[config.mk]
export PLATFORM = sky130hd
export DESIGN_NAME = sc_datapath
export DESIGN_NICKNAME = d
export VERILOG_FILES = /design/src/logic/datapath_pkg.sv /design/src/logic/fetch_if.sv /design/src/logic/issue_if.sv /design/src/logic/result_if.sv /design/src/logic/execute.sv /design/src/logic/fetch.sv /design/src/logic/sc_datapath.sv /design/src/logic/scoreboard.sv /design/src/logic/writeback.sv
export SDC_FILE = /design/constraint.sdc
export NUM_CORES = 1
export LEC_CHECK = 0
export BUFFER_PORTS_ARGS = -buffer_cell sky130_fd_sc_hd__buf_2
export CAP_MARGIN = 20
export CORE_MARGIN = 3
export CORE_UTILIZATION = 40
export CTS_BUF_LIST = sky130_fd_sc_hd__clkbuf_4
export DETAILED_ROUTE_END_ITERATION = 12
export GPL_TIMING_DRIVEN = 0
export SYNTH_ARGS = -nofsm -noshare
export SYNTH_HDL_FRONTEND = slang
export SYNTH_SLANG_ARGS = --single-unit
export TNS_END_PERCENT = 30
[constraint.sdc]
create_clock -name CLK -period 12.2 [get_ports CLK]
set_clock_uncertainty 0.2 [all_clocks]
set_input_delay 2.44 -clock CLK [delete_from_list [all_inputs] [get_ports CLK]]
set_output_delay 2.44 -clock CLK [all_outputs]
set_load 0.02 [all_outputs]
[src/logic/datapath_pkg.sv]
// scalar datapath definitions
package datapath_pkg;

    // widths
    localparam int WORD_W = 32;
    localparam int PC_W   = 16;
    localparam int REG_W  = 3;
    localparam int NREGS  = 2 ** REG_W;

    // instruction field positions
    localparam int OP_HI  = 31;
    localparam int OP_LO  = 28;
    localparam int RD_HI  = 27;
    localparam int RD_LO  = 25;
    localparam int RS1_HI = 24;
    localparam int RS1_LO = 22;
    localparam int RS2_HI = 21;
    localparam int RS2_LO = 19;
    localparam int IMM_HI = 15;
    localparam int IMM_LO = 0;

    typedef enum logic [3:0] {
        OP_NOP  = 4'h0,
        OP_ADD  = 4'h1,
        OP_SUB  = 4'h2,
        OP_AND  = 4'h3,
        OP_OR   = 4'h4,
        OP_XOR  = 4'h5,
        OP_ADDI = 4'h6,
        OP_BEQ  = 4'h7,
        OP_BNE  = 4'h8,
        OP_HALT = 4'hf
    } opcode_t;

    // decoded packet from scoreboard to execute
    typedef struct packed {
        opcode_t           opcode;
        logic [REG_W-1:0]  rd;
        logic [WORD_W-1:0] rdat1;
        logic [WORD_W-1:0] rdat2;
        logic [WORD_W-1:0] imm;
        logic [PC_W-1:0]   pc;
    } issue_t;

    typedef struct packed {
        logic              wen;
        logic [REG_W-1:0]  rd;
        logic [WORD_W-1:0] data;
        logic              halt;
    } result_t;

    typedef struct packed {
        logic            taken;
        logic [PC_W-1:0] target;
    } redirect_t;

endpackage

[src/logic/fetch_if.sv]
// fetch to scoreboard bundle
`timescale 1ns/100ps

interface fetch_if;
    import datapath_pkg::*;

    logic              valid;
    logic              ready;
    logic [WORD_W-1:0] instr;
    logic [PC_W-1:0]   pc;

    modport fetch (
        output valid, instr, pc,
        input  ready
    );

    modport decode (
        input  valid, instr, pc,
        output ready
    );

endinterface

[src/logic/issue_if.sv]
// scoreboard to execute bundle
`timescale 1ns/100ps

interface issue_if;
    import datapath_pkg::*;

    // execute takes a packet every cycle without ready
    logic   valid;
    issue_t pkt;

    modport decode (
        output valid, pkt
    );

    modport exec (
        input valid, pkt
    );

endinterface

[src/logic/result_if.sv]
// result, redirect and register file bundles
`timescale 1ns/100ps

interface result_if;
    import datapath_pkg::*;

    logic      valid;
    result_t   res;
    redirect_t redir;

    modport exec   (output valid, res, redir);
    modport retire (input valid, res);
    // busy release and branch flush
    modport track  (input valid, res, redir);

endinterface

interface regfile_if;
    import datapath_pkg::*;

    logic [REG_W-1:0]  rsel1, rsel2;
    logic [WORD_W-1:0] rdat1, rdat2;

    modport read  (output rsel1, rsel2, input rdat1, rdat2);
    modport store (input rsel1, rsel2, output rdat1, rdat2);

endinterface

[src/logic/execute.sv]
// scalar ALU and branch unit
`timescale 1ns/100ps

module execute (
    input logic     CLK,
    input logic     nrst,
    issue_if.exec   iif,
    result_if.exec  rif
);
    import datapath_pkg::*;

    logic [WORD_W-1:0] a, b;
    logic [WORD_W-1:0] alu_out;
    logic              alu_wen;
    logic              br_taken;
    logic [PC_W-1:0]   br_target;
    logic              valid_q;
    result_t           res_q;
    redirect_t         redir_q;

    assign a = iif.pkt.rdat1;
    assign b = iif.pkt.rdat2;

    always_comb begin
        alu_out  = '0;
        alu_wen  = 1'b0;
        br_taken = 1'b0;
        case (iif.pkt.opcode)
            OP_ADD:  begin alu_out = a + b;           alu_wen = 1'b1; end
            OP_SUB:  begin alu_out = a - b;           alu_wen = 1'b1; end
            OP_AND:  begin alu_out = a & b;           alu_wen = 1'b1; end
            OP_OR:   begin alu_out = a | b;           alu_wen = 1'b1; end
            OP_XOR:  begin alu_out = a ^ b;           alu_wen = 1'b1; end
            OP_ADDI: begin alu_out = a + iif.pkt.imm; alu_wen = 1'b1; end
            OP_BEQ:  br_taken = (a == b);
            OP_BNE:  br_taken = (a != b);
            default: ;
        endcase
    end

    // target wraps in the word-addressed pc space
    assign br_target = iif.pkt.pc + iif.pkt.imm[PC_W-1:0];

    always_ff @(posedge CLK, negedge nrst) begin
        if (!nrst) begin
            valid_q <= 1'b0;
            res_q   <= '0;
            redir_q <= '0;
        end else begin
            valid_q      <= iif.valid;
            // register 0 writes vanish here
            res_q.wen    <= iif.valid && alu_wen && (iif.pkt.rd != '0);
            res_q.rd     <= iif.pkt.rd;
            res_q.data   <= alu_out;
            res_q.halt   <= iif.valid && (iif.pkt.opcode == OP_HALT);
            redir_q.taken  <= iif.valid && br_taken;
            redir_q.target <= br_target;
        end
    end

    assign rif.valid = valid_q;
    assign rif.res   = res_q;
    assign rif.redir = redir_q;

endmodule

[src/logic/fetch.sv]
// instruction fetch stage
`timescale 1ns/100ps

module fetch #(
    parameter logic [datapath_pkg::PC_W-1:0] RESET_PC = '0
) (
    input  logic                              CLK,
    input  logic                              nrst,
    output logic                              imem_ren,
    output logic [datapath_pkg::PC_W-1:0]     imem_addr,
    input  logic                              imem_hit,
    input  logic [datapath_pkg::WORD_W-1:0]   imem_load,
    input  datapath_pkg::redirect_t           redirect,
    fetch_if.fetch                            fif,
    input  logic                              halt
);
    import datapath_pkg::*;

    logic [PC_W-1:0]   pc;
    logic              running;
    logic              latch_valid;
    logic [WORD_W-1:0] latch_instr;
    logic [PC_W-1:0]   latch_pc;
    logic              take;

    // request while the latch is empty or being drained this cycle
    assign imem_ren  = running && !halt && (!latch_valid || fif.ready);
    assign imem_addr = pc;
    assign take      = imem_ren && imem_hit;

    assign fif.valid = latch_valid;
    assign fif.instr = latch_instr;
    assign fif.pc    = latch_pc;

    always_ff @(posedge CLK, negedge nrst) begin
        if (!nrst) begin
            pc          <= RESET_PC;
            running     <= 1'b0;
            latch_valid <= 1'b0;
        end else begin
            running <= 1'b1;
            if (redirect.taken) begin
                // a taken branch drops whatever is latched or arriving
                pc          <= redirect.target;
                latch_valid <= 1'b0;
            end else if (take) begin
                pc          <= pc + 1'b1;
                latch_valid <= 1'b1;
            end else if (fif.ready) begin
                latch_valid <= 1'b0;
            end
        end
    end

    always_ff @(posedge CLK) begin
        if (take) begin
            latch_instr <= imem_load;
            latch_pc    <= pc;
        end
    end

    // a waiting request stays up and keeps its address until the memory answers
    a_addr_stable: assert property (@(posedge CLK) disable iff (!nrst)
        imem_ren && !imem_hit && !redirect.taken |=>
            (imem_ren || halt) && imem_addr == $past(imem_addr));

endmodule

[src/logic/sc_datapath.sv]
// scalar datapath top level
`timescale 1ns/100ps

module sc_datapath #(
    parameter logic [datapath_pkg::PC_W-1:0] RESET_PC = '0
) (
    input  logic                             CLK,
    input  logic                             nrst,
    output logic                             imem_ren,
    output logic [datapath_pkg::PC_W-1:0]    imem_addr,
    input  logic                             imem_hit,
    input  logic [datapath_pkg::WORD_W-1:0]  imem_load,
    output logic                             commit_en,
    output logic [datapath_pkg::REG_W-1:0]   commit_sel,
    output logic [datapath_pkg::WORD_W-1:0]  commit_data,
    output logic                             halt
);
    import datapath_pkg::*;

    fetch_if   fif();
    issue_if   iif();
    result_if  rif();
    regfile_if rfif();

    redirect_t redirect;
    logic      halted;

    // branch redirect goes back to fetch as a plain struct
    assign redirect = rif.redir;
    assign halt     = halted;

    fetch #(
        .RESET_PC(RESET_PC)
    ) u_fetch (
        .CLK       (CLK),
        .nrst      (nrst),
        .imem_ren  (imem_ren),
        .imem_addr (imem_addr),
        .imem_hit  (imem_hit),
        .imem_load (imem_load),
        .redirect  (redirect),
        .fif       (fif.fetch),
        .halt      (halted)
    );

    scoreboard u_scoreboard (
        .CLK  (CLK),
        .nrst (nrst),
        .fif  (fif.decode),
        .iif  (iif.decode),
        .rfif (rfif.read),
        .rif  (rif.track)
    );

    execute u_execute (
        .CLK  (CLK),
        .nrst (nrst),
        .iif  (iif.exec),
        .rif  (rif.exec)
    );

    writeback u_writeback (
        .CLK         (CLK),
        .nrst        (nrst),
        .rif         (rif.retire),
        .rfif        (rfif.store),
        .commit_en   (commit_en),
        .commit_sel  (commit_sel),
        .commit_data (commit_data),
        .halt        (halted)
    );

endmodule

[src/logic/scoreboard.sv]
// decode, hazard check and issue
`timescale 1ns/100ps

module scoreboard (
    input logic       CLK,
    input logic       nrst,
    fetch_if.decode   fif,
    issue_if.decode   iif,
    regfile_if.read   rfif,
    result_if.track   rif
);
    import datapath_pkg::*;

    opcode_t           op;
    logic [REG_W-1:0]  rd, rs1, rs2;
    logic [WORD_W-1:0] imm_ext;
    logic              uses_rs1, uses_rs2, writes_rd;
    logic              is_branch, is_halt;
    logic [NREGS-1:0]  busy;
    logic              br_pend;
    logic              halted;
    logic              stall;
    logic              issue_go;
    logic              issue_valid;
    issue_t            issue_pkt;

    // field extraction
    assign op      = opcode_t'(fif.instr[OP_HI:OP_LO]);
    assign rd      = fif.instr[RD_HI:RD_LO];
    assign rs1     = fif.instr[RS1_HI:RS1_LO];
    assign rs2     = fif.instr[RS2_HI:RS2_LO];
    assign imm_ext = {{(WORD_W - (IMM_HI - IMM_LO + 1)){fif.instr[IMM_HI]}},
                      fif.instr[IMM_HI:IMM_LO]};

    always_comb begin
        uses_rs1  = 1'b0;
        uses_rs2  = 1'b0;
        writes_rd = 1'b0;
        is_branch = 1'b0;
        is_halt   = 1'b0;
        case (op)
            OP_ADD, OP_SUB, OP_AND, OP_OR, OP_XOR: begin
                uses_rs1  = 1'b1;
                uses_rs2  = 1'b1;
                writes_rd = (rd != '0);
            end
            OP_ADDI: begin
                uses_rs1  = 1'b1;
                writes_rd = (rd != '0);
            end
            OP_BEQ, OP_BNE: begin
                uses_rs1  = 1'b1;
                uses_rs2  = 1'b1;
                is_branch = 1'b1;
            end
            OP_HALT: is_halt = 1'b1;
            default: ;
        endcase
    end

    // issue holds while a branch sits in execute and resumes when its redirect shows
    assign stall = halted || br_pend ||
                   (uses_rs1 && busy[rs1]) || (uses_rs2 && busy[rs2]) ||
                   (writes_rd && busy[rd]);

    assign fif.ready = !stall;
    assign issue_go  = fif.valid && !stall && !rif.redir.taken;

    assign rfif.rsel1 = rs1;
    assign rfif.rsel2 = rs2;

    always_ff @(posedge CLK, negedge nrst) begin
        if (!nrst) begin
            busy        <= '0;
            br_pend     <= 1'b0;
            halted      <= 1'b0;
            issue_valid <= 1'b0;
        end else begin
            issue_valid <= issue_go;
            if (rif.valid && rif.res.wen)
                busy[rif.res.rd] <= 1'b0;
            if (issue_go && writes_rd)
                busy[rd] <= 1'b1;
            br_pend <= issue_go && is_branch;
            if (issue_go && is_halt)
                halted <= 1'b1;
        end
    end

    always_ff @(posedge CLK) begin
        if (issue_go) begin
            issue_pkt.opcode <= op;
            issue_pkt.rd     <= rd;
            issue_pkt.rdat1  <= rfif.rdat1;
            issue_pkt.rdat2  <= rfif.rdat2;
            issue_pkt.imm    <= imm_ext;
            issue_pkt.pc     <= fif.pc;
        end
    end

    assign iif.valid = issue_valid;
    assign iif.pkt   = issue_pkt;

    // a source is never the destination of the result still waiting to retire
    a_no_busy_src: assert property (@(posedge CLK) disable iff (!nrst)
        issue_go && rif.valid && rif.res.wen |->
            !(uses_rs1 && rif.res.rd == rs1) && !(uses_rs2 && rif.res.rd == rs2));

endmodule

[src/logic/writeback.sv]
// register file and retire
`timescale 1ns/100ps

module writeback (
    input  logic                             CLK,
    input  logic                             nrst,
    result_if.retire                         rif,
    regfile_if.store                         rfif,
    output logic                             commit_en,
    output logic [datapath_pkg::REG_W-1:0]   commit_sel,
    output logic [datapath_pkg::WORD_W-1:0]  commit_data,
    output logic                             halt
);
    import datapath_pkg::*;

    logic [WORD_W-1:0] regs [NREGS];
    logic              halt_q;

    // commit shows the retiring write in its own cycle
    assign commit_en   = rif.valid && rif.res.wen;
    assign commit_sel  = rif.res.rd;
    assign commit_data = rif.res.data;
    assign halt        = halt_q;

    always_ff @(posedge CLK) begin
        if (commit_en)
            regs[commit_sel] <= commit_data;
    end

    // register 0 reads zero
    assign rfif.rdat1 = (rfif.rsel1 == '0) ? '0 : regs[rfif.rsel1];
    assign rfif.rdat2 = (rfif.rsel2 == '0) ? '0 : regs[rfif.rsel2];

    // sticky once the halt mark retires
    always_ff @(posedge CLK, negedge nrst) begin
        if (!nrst)
            halt_q <= 1'b0;
        else if (rif.valid && rif.res.halt)
            halt_q <= 1'b1;
    end

    a_commit_nonzero: assert property (@(posedge CLK) disable iff (!nrst)
        commit_en |-> commit_sel != '0);

endmodule

Yosys cells after proc, flatten, opt, wreduce, memory -nomap -nowiden
Memory sizes are Yosys's and may differ from the RTL's. A register that Yosys moved wholly into a read port is not among the register bits.
Index checks and enable logic that the tools add are counted.
W data, S select, Z words.
- bits in registers: 172
- bits in latches: 0
- memory bits (writable): 256
- memory bits (read-only): 0
- input port bits: 35
- output and inout bits: 54
- logic and storage cells: 125
- memories kept: 1
- memory list (memory ; depth ; bits a word ; rd ports ; clocked after memory_dff ; write ports ; RTL line ; text):
    u_writeback.regs ; 8 ; 32 ; 2 ; 2 ; 1 ; writeback.sv:16 ; logic [WORD_W-1:0] regs [NREGS];
- add/subtract/negate cells: 5
- multiply operators: 0
- div/mod/pow operators: 0
- $lt $le $gt $ge: 6
- eq/ne operators: 21
- shifts and indexed selects: 0
- multiplexer cells: 27
- bitwise gates (word level): 6
- reductions and logical operators: 38
- operators by type and width (cell ; count):
    $pmux W32 S6 ; 1
    $add A32 B32 Y32 ; 2
    $and A32 B32 Y32 ; 1
    $eq A32 B32 Y1 ; 1
    $eq A4 B3 Y1 const B ; 8
    $mux W16 ; 2
    $ne A32 B32 Y1 ; 1
    $or A32 B32 Y32 ; 1
    $sub A32 B32 Y32 ; 1
    $xor A32 B32 Y32 ; 1
    $logic_and A1 B1 Y1 ; 19
    $add A16 B1 Y16 const B ; 1
    $add A16 B16 Y16 ; 1
    $eq A4 B2 Y1 const B ; 4
    $eq A4 B4 Y1 const B ; 4
    $lt A3 B4 Y1 const B ; 4
    $mux W1 ; 16
    $mux W8 ; 2
    $reduce_or A6 Y1 ; 2
    $bmux W1 S3 ; 3
    $and A8 B8 Y8 ; 1
    $eq A4 B1 Y1 const B ; 2
    $not A8 Y8 ; 1
    $or A8 B8 Y8 ; 1
    other kinds (12) ; 23

Longest topological paths before layout
- depth in word-level cells: 13
- mapped depth: 16
- mapped depth without buffers: 15

Cells and area by module
Synthesis repeated with hierarchy kept, for this count alone.
- cells, all modules: 2086
- area total of the unflattened synthesis: 26342.8 µm²
- modules (own cells, without submodules) (module ; times used ; cells each ; area each (µm²) ; sequential area each (µm²)):
    writeback ; 1 ; 664 ; 11738.8 ; 6751.5
    execute ; 1 ; 1045 ; 7991.4 ; 1376.3
    scoreboard ; 1 ; 209 ; 4112.7 ; 3368.2
    fetch ; 1 ; 168 ; 2499.9 ; 1891.8

Least setup slack after synthesis
OpenSTA, ideal clock, no wires.
- path kind: register -> register
- start point: register u_fetch.latch_instr[25], in the netlist u_fetch.fif.instr[25]
- end point: register u_scoreboard.busy[2]
- library setup time: 0.134 ns
- data arrival time: 10.723 ns
- data required time: 11.866 ns
- path slack: 1.143 ns
- stages on the path, launching flop included: 8
- path buffers: 0
- period minus slack after synthesis: 11.057 ns
- cells stage by stage: edfxtp_1 mux4_2 and2_1 o21ai_0 nand4_2 nor3b_1 nand3_1 o32ai_1
- cells in the longest elaborated chain, start to end: 9
- elaborated cells on any way between the ends: 17
- those cells by class: 2 x order compare; 6 x mux; 1 x bitwise; 8 x reduce/logical
- ends and longest elaborated chain (what ; RTL line ; text):
    start, declared ; fetch.sv:22 ; logic [WORD_W-1:0] latch_instr;
    start signal, assigned ; fetch.sv:57 ; latch_instr <= imem_load;
    $bmux W1 S3 / $reduce_bool A3 Y1 (equally long branches) ; scoreboard.sv:64, scoreboard.sv:45, scoreboard.sv:49 ;
    $mux W1, on equally long branches ; -- ;
    $logic_and A1 B1 Y1 (*) ; scoreboard.sv:64 ; (writes_rd && busy[rd]);
    $logic_or A1 B1 Y1 (*) ; scoreboard.sv:63 ; (uses_rs1 && busy[rs1]) || (uses_rs2 && busy[rs2]) ||
    $logic_not A1 Y1 (*) ; scoreboard.sv:67 ; assign issue_go = fif.valid && !stall && !rif.redir.taken;
    $logic_and A1 B1 Y1 (*) (2 in series) ; scoreboard.sv:67 ;
    via u_scoreboard.issue_go ; scoreboard.sv:23 ; logic issue_go;
    $logic_and A1 B1 Y1 (*) ; scoreboard.sv:82 ; if (issue_go && writes_rd)
    $mux W8 (*) ; scoreboard.sv:82 ;
    end signal, assigned ; scoreboard.sv:74 ; busy <= '0;
    end signal, assigned by index ; scoreboard.sv:81 ; busy[rif.res.rd] <= 1'b0;
    end signal, assigned by index ; scoreboard.sv:83 ; busy[rd] <= 1'b1;
    end, declared ; scoreboard.sv:19 ; logic [NREGS-1:0] busy;
The timed path passes the listed nets; every way through them passes the cells marked *. The select of a mux whose other input is x is not followed.
A chain may end at the register's enable or synchronous reset.

Final worst setup path
- start point: register u_scoreboard.issue_pkt, in the netlist u_scoreboard.iif.pkt[118]
- end point: register u_execute.res_q, in the netlist u_execute.rif.res[21]
- cells in the longest elaborated chain, start to end: 2
- elaborated cells on any way between the ends: 7
- those cells by class: 6 x eq/ne; 1 x mux
- ends and longest elaborated chain (what ; RTL line ; text):
    start, declared ; scoreboard.sv:25 ; issue_t issue_pkt;
    $eq A4 B3 Y1, or another cell as far along ; execute.sv:28 ; case (iif.pkt.opcode)
    $pmux W32 S6 (*) ; execute.sv:28 ;
    via u_execute.alu_out[20] ; execute.sv:13 ; logic [WORD_W-1:0] alu_out;
    end, declared ; execute.sv:18 ; result_t res_q;
The timed path passes the listed nets; every way through them passes the cells marked *.

==> out/metrics.csv <==
metric;value;unit
Die Ht;254;um
clock-pin transition on the worst setup and hold timing paths;0.07;ns
sequential area share after synthesis;55.2;%
Worst Hold Class;reg -> reg;
post_cts resized;0;
VDD IR max;0.000117;V
Non-Filler Instances;3107;
Core Footprint;60500;um^2
static leakage;11.0;nW
Synth Cell Area;24500;um^2
post-synthesis simple-gate area fraction;7.84;%
port bufs;85;
Post-Synth Adder-Cell Area;7.69;%
Distinct cells, synth;72;
Max Clock Freq;0.159;GHz
clock buffer count from CTS;120;
Int Pwr;3.69;mW
slowest cell delay on critical path;0.80;ns
Yosys top cell by area;edfxtp_1;
syn nets;2156;
total power;6.00;mW
largest family of logic cells by synthesized area;compound AO/OA/AOI/OAI gates;
CP Class;reg -> reg;
DR WL/cell;24.0;um
area of the die;64300;um^2
# fillers;5423;
Slew Limit Fails;0;
required time worst endpoint;12.69;ns
Die Wd;254;um
synthesis-stage register bit count;465;
vias in the first global route;17797;
gr usage total;23.1;%
Slew @ Worst Pin;1.23;ns
Crit. End Element;flop;
list of most frequent post-synthesis cells;edfxtp_1 (380), inv_1 (153), ha_1 (146);
met2 wire len;34700;um
initial antenna violation count;4;
crit share post-route;51.5;%
sequential power share;41.0;%
Main synth FF type;edfxtp_1;
worst path bufs/invs;3;
gr ovfl total;0;
crit-path max FO;10;
HPWL Detailed;54600;um
crit-path cells;inv_1 -> and3_1 -> clkbuf_1 -> clkbuf_1 -> o21ai_0 -> ha_1 -> fa_1 -> a211o_1 -> a2111oi_0 -> o31ai_1 -> a21oi_1 -> o21ai_0 -> xnor2_1 -> o221ai_1;
Detailed Route Iter0 Violations;1829;
ANT nets after route;0;
mux share of post-synthesis cell area;9.61;%
clock latency at the later pin of the worst-skew pair;0.89;ns
Mapped Cells;1972;
Final GP Congestion;0.972;
asr flop ratio synth;18.3;%
htree depth;3;
CTS max path bufs;3;
xor-xnor portion of the synthesized cell area;2.18;%
Yosys top cell area share;46.5;%
RSZ-0062 raised after global routing;false;
clk sinks;465;
syn avg cell area;12.4;um^2
CTS Hold Bufs;0;
CP top delay family;compound AO/OA/AOI/OAI gates;
final setup fails;0;
total length of routed met3 wires;5580;um
Worst Path Arrival;6.78;ns
top cells by area, synth;edfxtp_1 (47%), dfrtp_1 (8.7%), ha_1 (7.4%), mux4_2 (6.3%), a221oi_1 (2.8%);
CTS tree;done;
Final nets;2405;
via count;17694;
Synthesis Warnings;0;
highest metal used;met5;
largest net degree at the start of global routing;53;
CTS root buf;clkbuf_4;
Vias/cell;5.69;
wl on met1;31400;um
count leader, synth;edfxtp_1;
Post-Place Cells;2879;
cell row count;90;
pwr dens;214;nW/um^2
Max Cap Viol;0;
slew margin rel.;18.1;%
first-pass GRT wire length;110000;um
NetSw;2.31;mW
CP Launch Type;flop;
combinational share of power;36.0;%
P&R area growth vs syn;14.5;%
layout cells sized above 1;22.4;%
status;complete, no violations;
Clk pwr share;23.1;%
Slowest-stage cell, CP;a2111oi_0;
Remaining DRCs;0;
crit path time final;6.29;ns
Initial DRT Pass Iterations;6;
Routed WL;74500;um
starting density of the core;40.6;%
Synth Area in Compound Gates;12.7;%
Post-synth EDFFs;380;
final hold viol count;0;
switching share of power;38.5;%
Ports;89;
Setup Buffers After CTS;0;
## power groups by stage
stage | Combinational (mW) | Sequential (mW) | Clock (mW)
after floorplan | 1.44 | 2.40 | 0
after global placement | 2.05 | 2.52 | 0
after detailed placement | 2.11 | 2.48 | 0
after CTS | 2.13 | 2.45 | 1.42
after global routing | 2.35 | 2.49 | 1.51
final | 2.16 | 2.46 | 1.38
## metrics by stage
| step | setup TNS (ns) | cell area, um^2 | worst slack [ns] | util, % | hold slack, ns |
|---|---|---|---|---|---|
| after floorplan | 0 | 24500 | 1.14 | - | 0.150 |
| after global placement | -242.34 | 25900 | -3.69 | 42.9 | 0.191 |
| after detailed placement | 0 | 26400 | 6.22 | 43.7 | 0.189 |
| after CTS | 0 | 28000 | 6.13 | 46.4 | 0.218 |
| after global routing | 0 | 28100 | 5.77 | 46.4 | 0.222 |
| final | 0 | 28100 | 5.91 | 46.4 | 0.212 |
## cell families (layout without fill, tap and decap cells)
logic type               Yosys count  in the layout
multiplexers                     142            142
other                              1              3
adder cells (fa/ha/maj)          149            149
AO/OA/AOI/OAI                    469            469
flip-flops                       465            465
XOR/XNOR                          61             61
buffers and inverters            274            625
AND/OR/NAND/NOR                  411            411
## registers in the layout, indices dropped and copies added (netlist names), 8 cells and up
register and cells:
u_execute.rif.res 37, u_scoreboard.busy 8, u_fetch.imem_addr 16, u_scoreboard.iif.pkt 103, u_fetch.fif.pc 16, u_writeback.regs 232, u_execute.rif.redir 17, u_fetch.fif.instr 29
## cell usage in the layout (no fill, tap or decap), types with 23 or more instances in the layout
| master | n |
|---|---|
| a21o_1 | 25 |
| a21oi_1 | 112 |
| a221oi_1 | 77 |
| buf_2 | 85 |
| buf_4 | 48 |
| clkbuf_1 | 79 |
| clkbuf_4 | 183 |
| clkinv_1 | 24 |
| dfrtp_1 | 85 |
| edfxtp_1 | 380 |
| ha_1 | 146 |
| inv_1 | 152 |
| mux2_2 | 57 |
| mux4_2 | 69 |
| nand2_1 | 124 |
| nor2_1 | 131 |
| nor2b_1 | 24 |
| nor3_1 | 32 |
| o21ai_0 | 128 |
| xnor2_1 | 38 |
| xor2_1 | 23 |
## routing by layer
| metal | vias to the layer above | global-route usage, % |
|---|---|---|
| li1 | 7981 | - |
| met1 | 8800 | 30.9 |
| met2 | 767 | 37.1 |
| met3 | 144 | 4.18 |
| met4 | 2 | 9.84 |
| met5 | - | 0 |
## worst paths after layout
kind	slack [ns]	to	startpoint	cells after the start
min in group asynchronous	1.31	u_execute.rif.redir[15]$_DFF_PN0_	nrst	1
max in group asynchronous	9.71	u_execute.rif.res[31]$_DFF_PN0_	nrst	2
min	0.21	u_scoreboard.iif.pkt[26]$_DFFE_PP_	u_fetch.fif.instr[10]$_DFFE_PP_	0
min reg2reg	0.21	u_scoreboard.iif.pkt[26]$_DFFE_PP_	u_fetch.fif.instr[10]$_DFFE_PP_	0
max	5.91	u_execute.rif.res[21]$_DFF_PN0_	u_scoreboard.iif.pkt[118]$_DFFE_PP_	14
max reg2reg	5.91	u_execute.rif.res[21]$_DFF_PN0_	u_scoreboard.iif.pkt[118]$_DFFE_PP_	14
## final cells by class
| class | count | area [um^2] | share of cell area, % |
|---|---|---|---|
| antenna | 2 | 5.00 | 0.0178 |
| buffer | 121 | 587 | 2.09 |
| clock buffer | 183 | 1370 | 4.89 |
| clock inverter | 41 | 238 | 0.847 |
| inverter | 153 | 574 | 2.04 |
| multi-input combinational | 1233 | 9870 | 35.2 |
| sequential | 465 | 13500 | 48.2 |
| tap | 782 | 978 | 3.48 |
| timing repair buffer | 127 | 916 | 3.26 |
(Power assumes the default switching activity.)
